$ cat config.mk
export PLATFORM = sky130hd
export DESIGN_NAME = rv32i_execute
export DESIGN_NICKNAME = d
export VERILOG_FILES = /design/src/source/rv32i_types.sv /design/src/source/rv32i_execute.sv /design/src/source/writeback_stage.sv /design/src/source/alu_unit.sv /design/src/source/issue_queue.sv
export VERILOG_INCLUDE_DIRS = /design/src /design/src/source
export SDC_FILE = /design/constraint.sdc
export NUM_CORES = 1
export LEC_CHECK = 0
export ABC_AREA = 1
export BUFFER_PORTS_ARGS = -buffer_cell sky130_fd_sc_hd__buf_2
export CAP_MARGIN = 15
export CELL_PAD_IN_SITES_DETAIL_PLACEMENT = 0
export CELL_PAD_IN_SITES_GLOBAL_PLACEMENT = 1
export CORE_MARGIN = 2
export CORE_UTILIZATION = 40
export CTS_CLUSTER_DIAMETER = 200
export CTS_CLUSTER_SIZE = 30
export DETAILED_ROUTE_END_ITERATION = 8
export HOLD_SLACK_MARGIN = 0.02
export PLACE_DENSITY_LB_ADDON = 0.1
export REMOVE_ABC_BUFFERS = 1
export SLEW_MARGIN = 20
export SYNTH_ARGS = -nofsm -noshare
export SYNTH_HDL_FRONTEND = slang
export SYNTH_SLANG_ARGS = --single-unit
$ cat constraint.sdc
create_clock -name clk -period 24 [get_ports clk]
set_input_delay 7.2 -clock clk [delete_from_list [all_inputs] [get_ports clk]]
set_output_delay 7.2 -clock clk [all_outputs]
set_load 0.005 [all_outputs]
$ cat src/source/rv32i_cfg.svh
`ifndef RV32I_CFG_SVH
`define RV32I_CFG_SVH

// ====================
// datapath widths
// ====================
`define RV_XLEN      32  // data, pc and instruction word
`define RV_REG_AW    5   // architectural register number
`define RV_ROB_IW    4   // reorder buffer slot index

// ====================
// execute path sizing
// ====================
`define RV_IQ_DEPTH  4   // issue queue entries

`endif
$ cat src/source/rv32i_types.sv
`include "rv32i_cfg.svh"

package rv32i_types;

    // ====================
    // plain vectors
    // ====================
    typedef logic [`RV_XLEN-1:0]   word_t;
    typedef logic [`RV_REG_AW-1:0] reg_addr_t;
    typedef logic [`RV_ROB_IW-1:0] rob_idx_t;

    // operand a source
    typedef enum logic [1:0] {
        rs1_out = 2'b00,
        pc_out  = 2'b01,
        no_out  = 2'b10
    } alu_m1_sel_t;

    // operand b source
    typedef enum logic [1:0] {
        rs2_out  = 2'b00,
        imm_out  = 2'b01,
        four_out = 2'b10
    } alu_m2_sel_t;

    typedef enum logic [3:0] {
        alu_op_add  = 4'd0,
        alu_op_sll  = 4'd1,
        alu_op_sra  = 4'd2,
        alu_op_sub  = 4'd3,
        alu_op_xor  = 4'd4,
        alu_op_srl  = 4'd5,
        alu_op_or   = 4'd6,
        alu_op_and  = 4'd7,
        alu_op_slt  = 4'd8,
        alu_op_sltu = 4'd9
    } alu_ops_t;

    // ====================
    // stage records
    // ====================
    typedef struct packed {
        logic        valid;
        word_t       pc;
        word_t       inst;
        word_t       rs1_data;
        word_t       rs2_data;
        word_t       imm_sext;
        alu_m1_sel_t alu_m1_sel;
        alu_m2_sel_t alu_m2_sel;
        alu_ops_t    aluop;
        reg_addr_t   rd_addr;
        rob_idx_t    rd_rob_idx;
        logic        regf_we;
    } reservation_station_t;

    typedef struct packed {
        logic      valid;
        word_t     pc;
        word_t     inst;
        reg_addr_t rd_addr;
        rob_idx_t  rd_rob_idx;
        word_t     rd_data;
        logic      regf_we;
    } to_writeback_t;

endpackage

$ cat src/source/rv32i_execute.sv
`timescale 1ns/1ns

module rv32i_execute
import rv32i_types::*;
(
    input  logic        clk,
    input  logic        arst_n,
    // from reservation station
    input  logic        in_valid,
    input  word_t       in_pc,
    input  word_t       in_inst,
    input  word_t       in_rs1_data,
    input  word_t       in_rs2_data,
    input  word_t       in_imm_sext,
    input  alu_m1_sel_t in_alu_m1_sel,
    input  alu_m2_sel_t in_alu_m2_sel,
    input  alu_ops_t    in_aluop,
    input  reg_addr_t   in_rd_addr,
    input  rob_idx_t    in_rd_rob_idx,
    input  logic        in_regf_we,
    output logic        in_ready,
    // toward common data bus
    output logic        wb_valid,
    output word_t       wb_pc,
    output word_t       wb_inst,
    output reg_addr_t   wb_rd_addr,
    output rob_idx_t    wb_rd_rob_idx,
    output word_t       wb_rd_data,
    output logic        wb_regf_we,
    input  logic        wb_ready
);

    reservation_station_t in_entry;
    reservation_station_t head_entry;
    to_writeback_t        alu_result;
    to_writeback_t        wb_result;
    logic                 alu_ready;
    logic                 head_ready;

    assign in_entry = '{
        valid:      in_valid,
        pc:         in_pc,
        inst:       in_inst,
        rs1_data:   in_rs1_data,
        rs2_data:   in_rs2_data,
        imm_sext:   in_imm_sext,
        alu_m1_sel: in_alu_m1_sel,
        alu_m2_sel: in_alu_m2_sel,
        aluop:      in_aluop,
        rd_addr:    in_rd_addr,
        rd_rob_idx: in_rd_rob_idx,
        regf_we:    in_regf_we
    };

    // ====================
    // stage chain
    // ====================
    issue_queue issue_queue_i (
        .clk        (clk),
        .arst_n     (arst_n),
        .in_valid   (in_valid),
        .in_entry   (in_entry),
        .in_ready   (in_ready),
        .head_entry (head_entry),
        .head_ready (head_ready)
    );

    alu_unit alu_unit_i (
        .next_execute   (head_entry),
        .alu_ready_out  (head_ready),
        .execute_output (alu_result),
        .wb_ready_in    (alu_ready)
    );

    writeback_stage writeback_stage_i (
        .clk        (clk),
        .arst_n     (arst_n),
        .alu_result (alu_result),
        .alu_ready  (alu_ready),
        .wb_result  (wb_result),
        .wb_ready   (wb_ready)
    );

    // flat cdb outputs
    assign wb_valid      = wb_result.valid;
    assign wb_pc         = wb_result.pc;
    assign wb_inst       = wb_result.inst;
    assign wb_rd_addr    = wb_result.rd_addr;
    assign wb_rd_rob_idx = wb_result.rd_rob_idx;
    assign wb_rd_data    = wb_result.rd_data;
    assign wb_regf_we    = wb_result.regf_we;

endmodule

$ cat src/source/writeback_stage.sv
`timescale 1ns/1ns

module writeback_stage
import rv32i_types::*;
(
    input  logic          clk,
    input  logic          arst_n,
    input  to_writeback_t alu_result,
    output logic          alu_ready,
    output to_writeback_t wb_result,
    input  logic          wb_ready
);

    logic          wb_valid_q;
    to_writeback_t wb_data_q;   // payload, valid bit unused

    // empty, or the held result retires now
    assign alu_ready = !wb_valid_q || wb_ready;

    // ====================
    // output register
    // ====================
    always_ff @(posedge clk or negedge arst_n) begin
        if (!arst_n) begin
            wb_valid_q <= 1'b0;
        end else if (alu_ready) begin
            wb_valid_q <= alu_result.valid;  // drops to 0 on retire without refill
        end
    end

    always_ff @(posedge clk) begin
        if (alu_ready && alu_result.valid) begin
            wb_data_q <= alu_result;
        end
    end

    always_comb begin
        wb_result       = wb_data_q;
        wb_result.valid = wb_valid_q;
    end

    // ====================
    // checks
    // ====================
    // cdb stalls must see a frozen record
    a_hold_stable: assert property (
        @(posedge clk) disable iff (!arst_n)
        (wb_result.valid && !wb_ready) |=> $stable(wb_result)
    ) else $error("writeback record changed under back-pressure");

endmodule

$ cat src/source/alu_unit.sv
`timescale 1ns/1ns

module alu_unit
import rv32i_types::*;
(
    input  reservation_station_t next_execute,
    output logic                 alu_ready_out,
    output to_writeback_t        execute_output,
    input  logic                 wb_ready_in
);

    word_t a;
    word_t b;
    word_t aluout;

    // ready comes straight from writeback
    assign alu_ready_out = wb_ready_in;

    // ====================
    // operand select
    // ====================
    always_comb begin
        case (next_execute.alu_m1_sel)
            rs1_out: a = next_execute.rs1_data;
            pc_out:  a = next_execute.pc;
            no_out:  a = '0;
            default: a = '0;
        endcase

        case (next_execute.alu_m2_sel)
            rs2_out:  b = next_execute.rs2_data;
            imm_out:  b = next_execute.imm_sext;
            four_out: b = word_t'(4);  // link address
            default:  b = '0;
        endcase
    end

    // ====================
    // operation
    // ====================
    always_comb begin
        case (next_execute.aluop)
            alu_op_add:  aluout = a + b;
            alu_op_sub:  aluout = a - b;
            alu_op_sll:  aluout = a << b[4:0];
            alu_op_srl:  aluout = a >> b[4:0];
            alu_op_sra:  aluout = word_t'($signed(a) >>> b[4:0]);  // sign fill
            alu_op_xor:  aluout = a ^ b;
            alu_op_or:   aluout = a | b;
            alu_op_and:  aluout = a & b;
            alu_op_slt:  aluout = ($signed(a) < $signed(b)) ? word_t'(1) : word_t'(0);
            alu_op_sltu: aluout = (a < b) ? word_t'(1) : word_t'(0);
            default:     aluout = '0;
        endcase
    end

    // writeback record, zero when idle
    always_comb begin
        execute_output = '0;

        if (next_execute.valid) begin
            execute_output.valid      = 1'b1;
            execute_output.pc         = next_execute.pc;
            execute_output.inst       = next_execute.inst;
            execute_output.rd_addr    = next_execute.rd_addr;
            execute_output.rd_rob_idx = next_execute.rd_rob_idx;
            execute_output.rd_data    = aluout;
            execute_output.regf_we    = next_execute.regf_we;
        end
    end

endmodule

$ cat src/source/issue_queue.sv
`timescale 1ns/1ns
`include "rv32i_cfg.svh"

module issue_queue
import rv32i_types::*;
(
    input  logic                 clk,
    input  logic                 arst_n,
    input  logic                 in_valid,
    input  reservation_station_t in_entry,
    output logic                 in_ready,
    output reservation_station_t head_entry,
    input  logic                 head_ready
);

    typedef logic [$clog2(`RV_IQ_DEPTH)-1:0] iq_ptr_t;
    typedef logic [$clog2(`RV_IQ_DEPTH+1)-1:0] iq_cnt_t;

    reservation_station_t mem [`RV_IQ_DEPTH];

    iq_ptr_t wr_ptr;
    iq_ptr_t rd_ptr;
    iq_cnt_t count;
    logic    push;
    logic    pop;

    // ====================
    // handshakes
    // ====================
    assign in_ready = (count != iq_cnt_t'(`RV_IQ_DEPTH));
    assign push     = in_valid && in_ready;
    assign pop      = head_entry.valid && head_ready;

    always_comb begin
        head_entry       = mem[rd_ptr];
        head_entry.valid = (count != '0);  // stored valid bit is ignored
    end

    // entry storage
    always_ff @(posedge clk) begin
        if (push) begin
            mem[wr_ptr] <= in_entry;
        end
    end

    // ====================
    // pointers and occupancy
    // ====================
    always_ff @(posedge clk or negedge arst_n) begin
        if (!arst_n) begin
            wr_ptr <= '0;
            rd_ptr <= '0;
            count  <= '0;
        end else begin
            if (push) begin
                // wrap at the last slot
                if (wr_ptr == iq_ptr_t'(`RV_IQ_DEPTH-1)) begin
                    wr_ptr <= '0;
                end else begin
                    wr_ptr <= wr_ptr + 1'b1;
                end
            end
            if (pop) begin
                if (rd_ptr == iq_ptr_t'(`RV_IQ_DEPTH-1)) begin
                    rd_ptr <= '0;
                end else begin
                    rd_ptr <= rd_ptr + 1'b1;
                end
            end
            case ({push, pop})
                2'b10:   count <= count + 1'b1;
                2'b01:   count <= count - 1'b1;
                default: count <= count;  // idle, or push and pop together
            endcase
        end
    end

    // ====================
    // checks
    // ====================
    // a push onto the head slot only happens into an empty queue
    a_no_push_full: assert property (
        @(posedge clk) disable iff (!arst_n)
        (push && (wr_ptr == rd_ptr)) |-> (count == '0)
    ) else $error("issue queue written while full");

    a_count_bound: assert property (
        @(posedge clk) disable iff (!arst_n)
        count <= iq_cnt_t'(`RV_IQ_DEPTH)
    ) else $error("issue queue count above depth");

endmodule

# Yosys cells after proc, flatten, opt, wreduce, memory -nomap -nowiden
# Memory sizes are Yosys's and may differ from the RTL's.
# Cells that the tools add are included.
# totals
regBits	114
latch_bits	0
ramBits	716
romBits	0
input_bits	182
output_inout_bits	108
elab_cells	63
memories	1
# op_classes
n_addsub	6
mul	0
div_mod_pow	0
order_cmp	2
eq_ne	17
shift	3
n_mux	11
n_bitwise	3
n_reduce_logical	10
# mem_list
memory	depth	width	read_ports	rd_clocked_by_memory_dff	wr	line_no	source
issue_queue_i.mem	4	179	1	0	1	issue_queue.sv:19	reservation_station_t mem [`RV_IQ_DEPTH];
# op_table
operator	n
$pmux W32 S10	1
$mux W107	1
$pmux W32 S3	1
$lt A32 B32 Y1	2
$pmux W32 S2	1
$add A32 B32 Y32	1
$and A32 B32 Y32	1
$or A32 B32 Y32	1
$shl A32 B5 Y32	1
$shr A32 B5 Y32	1
$sshr A32 B5 Y32	1
$sub A32 B32 Y32	1
$xor A32 B32 Y32	1
$eq A4 B3 Y1 const B	4
$eq A2 B2 Y1 const B	4
$eq A4 B2 Y1 const B	2
$eq A4 B4 Y1 const B	2
$eq A2 B1 Y1 const B	3
$pmux W3 S2	1
$add A2 B1 Y2 const B	2
$eq A4 B1 Y1 const B	1
$logic_not A2 Y1	2
$logic_not A4 Y1	1
$mux W1	4
9 further kinds	12

# Logic depth before layout (Yosys ltp)
# An unclocked memory read counts as a cell.
# depth
ltp_word	8
mapped_depth	30

# Modules after synthesis
# From an unflattened synthesis, not the netlist that was laid out.
# unflattened
cells_unflattened	4585
area_unflattened_um2	42934.9
# modules_own_cells
module	instances	cells_each	area_each_um2
issue_queue	1	2135	28406.0
alu_unit	1	2337	11293.3
writeback_stage	1	113	3235.6

# Worst setup path after synthesis
# OpenSTA, ideal clock, no wires.
# synth_timing
kind	input to register
start	in in_valid
end	mem issue_queue_i.mem[0][0] (netlist bit) (enable)
arrival_time_ps	14768
t_required_ps	23280
path_slack_ps	8512
stages	2
n_path_buf	0
cell_sequence	nand2_1 nor2_1
# synth_via
elab_chain_len	3
# synth_rtl
item	line_no	source
from (decl)	rv32i_execute.sv:9	input logic in_valid,
$logic_and A1 B1 Y1	issue_queue.sv:31	assign push = in_valid && in_ready;
$mux W1	issue_queue.sv:41	if (push) begin
$mux W1 (not written as such)	issue_queue.sv:42	mem[wr_ptr] <= in_entry;
to (decl)	issue_queue.sv:19	
# No other way between the ends.

# Final worst setup path
# layout_timing
start	in in_valid
end	mem issue_queue_i.mem[0][9] (netlist bit) (enable)
# Same word-level chain as after synthesis.

==> flow_metrics.env <==
export IMPL_run_status="completed"
export IMPL_finalSetupViolCount=0
export IMPL_max_freq_ghz=0.1046
export IMPL_synth_ff_type="edfxtp_1"
export IMPL_pin_count=290
export IMPL_area_growth_pct=7.866
export IMPL_place_inst=5838
export IMPL_drc=0
export IMPL_worst_slew_pin_slew_ns=1.053
export IMPL_syn_inst=4362
export IMPL_clkTransAtPathRegs_ns=0.12
export IMPL_routed_via_count=31470
export IMPL_max_cap_violations=0
export IMPL_grt_max_degree=155
export IMPL_mostFrequentLayoutCell="nand2_1"
export IMPL_synth_edff_count=818
export IMPL_multiplexer_share_of_the_synthesized_area=0
export IMPL_period_minus_slack_ns=9.558
export IMPL_last_weighted_congestion_value_of_the_routability_driven_placer=0.9213
export IMPL_setup_repair_after_global_routing_missed_its_margin="no"
export IMPL_buffer_ports_inserted=289
export IMPL_core_area_mm2=0.1035
export IMPL_synth_simple_area_share=0.2083
export IMPL_maxSlewViolCount=0
export IMPL_grt_antenna_before_repair=26
export IMPL_synth_area_per_cell_um2=9.562
export IMPL_wire_per_inst_um=22.13
export IMPL_synth_compound_gate_area_share=0.1004
export IMPL_synthesis_yosys_warnings=0
export IMPL_yosys_area_share_xor_xnor=0.001050
export IMPL_nFillCells=10170
export IMPL_worstPathMaxFanout=60
export IMPL_maxSlewHeadroom=0.2983
export IMPL_effective_utilization_at_floorplan=0.4030
export IMPL_fraction_of_final_layout_cells_with_drive_strength_greater_than_1=0.1117
export IMPL_ctsResizeCount=0
export IMPL_worstPathRequired_ns=24.28
export IMPL_rows=118
export IMPL_cp_arrival_ns=9.84
export IMPL_cts_root_to_sink_buffers=3
export IMPL_mappedNetlistArea_mm2=0.04171
export IMPL_cts_sinks=826
export IMPL_reg2reg_setup_slack_ns=16.96
export IMPL_number_of_storage_elements_in_the_synthesis_netlist=826
export IMPL_tritoncts="yes"
export IMPL_ant_nets=0
export IMPL_total_die_area_mm2=0.1069
export IMPL_synthDistinctLibCells=53
export IMPL_setup_worst_path_end_class="flop"
export IMPL_dp_hpwl_um=86470
export IMPL_nets=4781
export IMPL_first_global_vias=30030
export IMPL_ctsRootBufferMaster="clkbuf_16"
export IMPL_min_period_over_period=0.3983
export IMPL_start_kind="input pin"
export IMPL_tritoncts_num_buffers=31
export IMPL_worst_clock_skew_ns=0.02183
export IMPL_globalRoute_totalOverflow=0
export IMPL_timing_setup_critical_path_class="input pin to flop"
export IMPL_ys_async_sr_fraction=0.009685
export IMPL_post_cts_buffers=0
export IMPL_synth_adder_area_share=0.03294
export IMPL_htreeDepth=1
export IMPL_proportion_of_synthesized_chip_area_in_sequential_cells=0.5937
export IMPL_worstHoldPathType="flop to flop"
export IMPL_clk_latency_ns=0.67
export IMPL_synth_top_family_by_area="simple AND/OR/NAND/NOR gates"
export IMPL_route_detailed_vias_per_inst=5.344
export IMPL_floorplan_die_height_um=326.9
export IMPL_finalNonFillerCells=5889
export IMPL_postCtsHoldBufs=0
export IMPL_ff_latch_area_mm2=0.02477
export IMPL_grt_first_pass_wirelength_um=192800
export IMPL_detail_route_wirelength_um=130400
export IMPL_most_common_layout_cells="nand2_1 (881), edfxtp_1 (818), nor2_1 (521)"
export IMPL_drt_pass1_iter_count=6
export IMPL_globalRouteTotalUtil=0.2379
export IMPL_timing_setup_tns_ns=0
export IMPL_detailedRoute_firstIterationViolations=2416
export IMPL_fp_dieW_um=326.9
export IMPL_multi_input_comb_area_mm2=0.01434
export IMPL_report_final_hold_viol_count=0
## Yosys cell counts, types with 16 or more instances
master	number	area, µm²
nand2_2	40	250.2
inv_2	53	198.9
nand2_1	882	3311
a21oi_1	231	1156
nand4_1	22	137.6
o21ai_1	45	225.2
nand3_1	517	2587
clkbuf_1	92	345.3
edfxtp_1	818	24560
inv_1	324	1216
o211ai_1	16	120.1
buf_6	17	191.4
o21ai_0	314	1572
buf_2	87	435.4
buf_4	27	202.7
nor2_1	526	1974
ha_1	105	1314
o22ai_1	87	544.3
## cells by family after synthesis
kind of cell    after synthesis
compound gates              764
xor+xnor                      5
fa+ha+maj                   108
buf+inv                     616
flops                       826
simple gates               2043
## metal layers
metal,routed length (µm),GRT usage
met1,57430,0.3290
met2,62500,0.3976
met3,7319,0.03288
met4,2868,0.05495
met5,230,0
## stage by stage
step	setup WS [ns]	cell area [µm²]	hold slack (ns)	utilization
final	14.44	44990	0.5285	0.4347
after floorplan	7.717	40480	0.4686	-
after global routing	14.24	44980	0.5351	0.4346
after global placement	13.72	44130	0.5025	0.4264
after CTS	14.38	44970	0.5290	0.4345
after detailed placement	13.69	44130	0.4951	0.4264
## cell type report
cell class,count,area share
Multi-Input combinational cell,2920,0.3188
Timing Repair Buffer,332,0.04099
Sequential cell,826,0.5506
Clock buffer,44,0.01833
Antenna cell,6,0.0003337
Inverter,380,0.03215
Tap cell,1380,0.03838
Clock inverter,1,0.0003616
## worst paths after layout
check                                   startpoint                         endpoint  cells after the start
min in group asynchronous                   arst_n     writeback_stage_i.wb_valid_q                      1
max in group asynchronous                   arst_n          issue_queue_i.rd_ptr[1]                      1
hold reg to reg             issue_queue_i.count[0]           issue_queue_i.count[0]                      1
setup / recovery                          in_valid          issue_queue_i.mem[0][9]                      5
setup reg to reg           issue_queue_i.rd_ptr[1]  writeback_stage_i.wb_result[17]                     24
hold / removal              issue_queue_i.count[0]           issue_queue_i.count[0]                      1
## critical path: stages
cell and delay [ns]:
buf_2 0.07, nand2_1 0.31, nor2_4 0.55, buf_4 0.70
buf_4 0.82
## sequential cells by signal, summed over array words and instances, names as in the netlist
register / flops
issue_queue_i.wr_ptr: 2
issue_queue_i.count: 3
writeback_stage_i.wb_valid_q: 1
issue_queue_i.rd_ptr: 2
issue_queue_i.mem: 712
writeback_stage_i.wb_result: 106
Power is not shown: default switching activity piles up to over one toggle a cycle in this logic, so the estimate is an artifact.
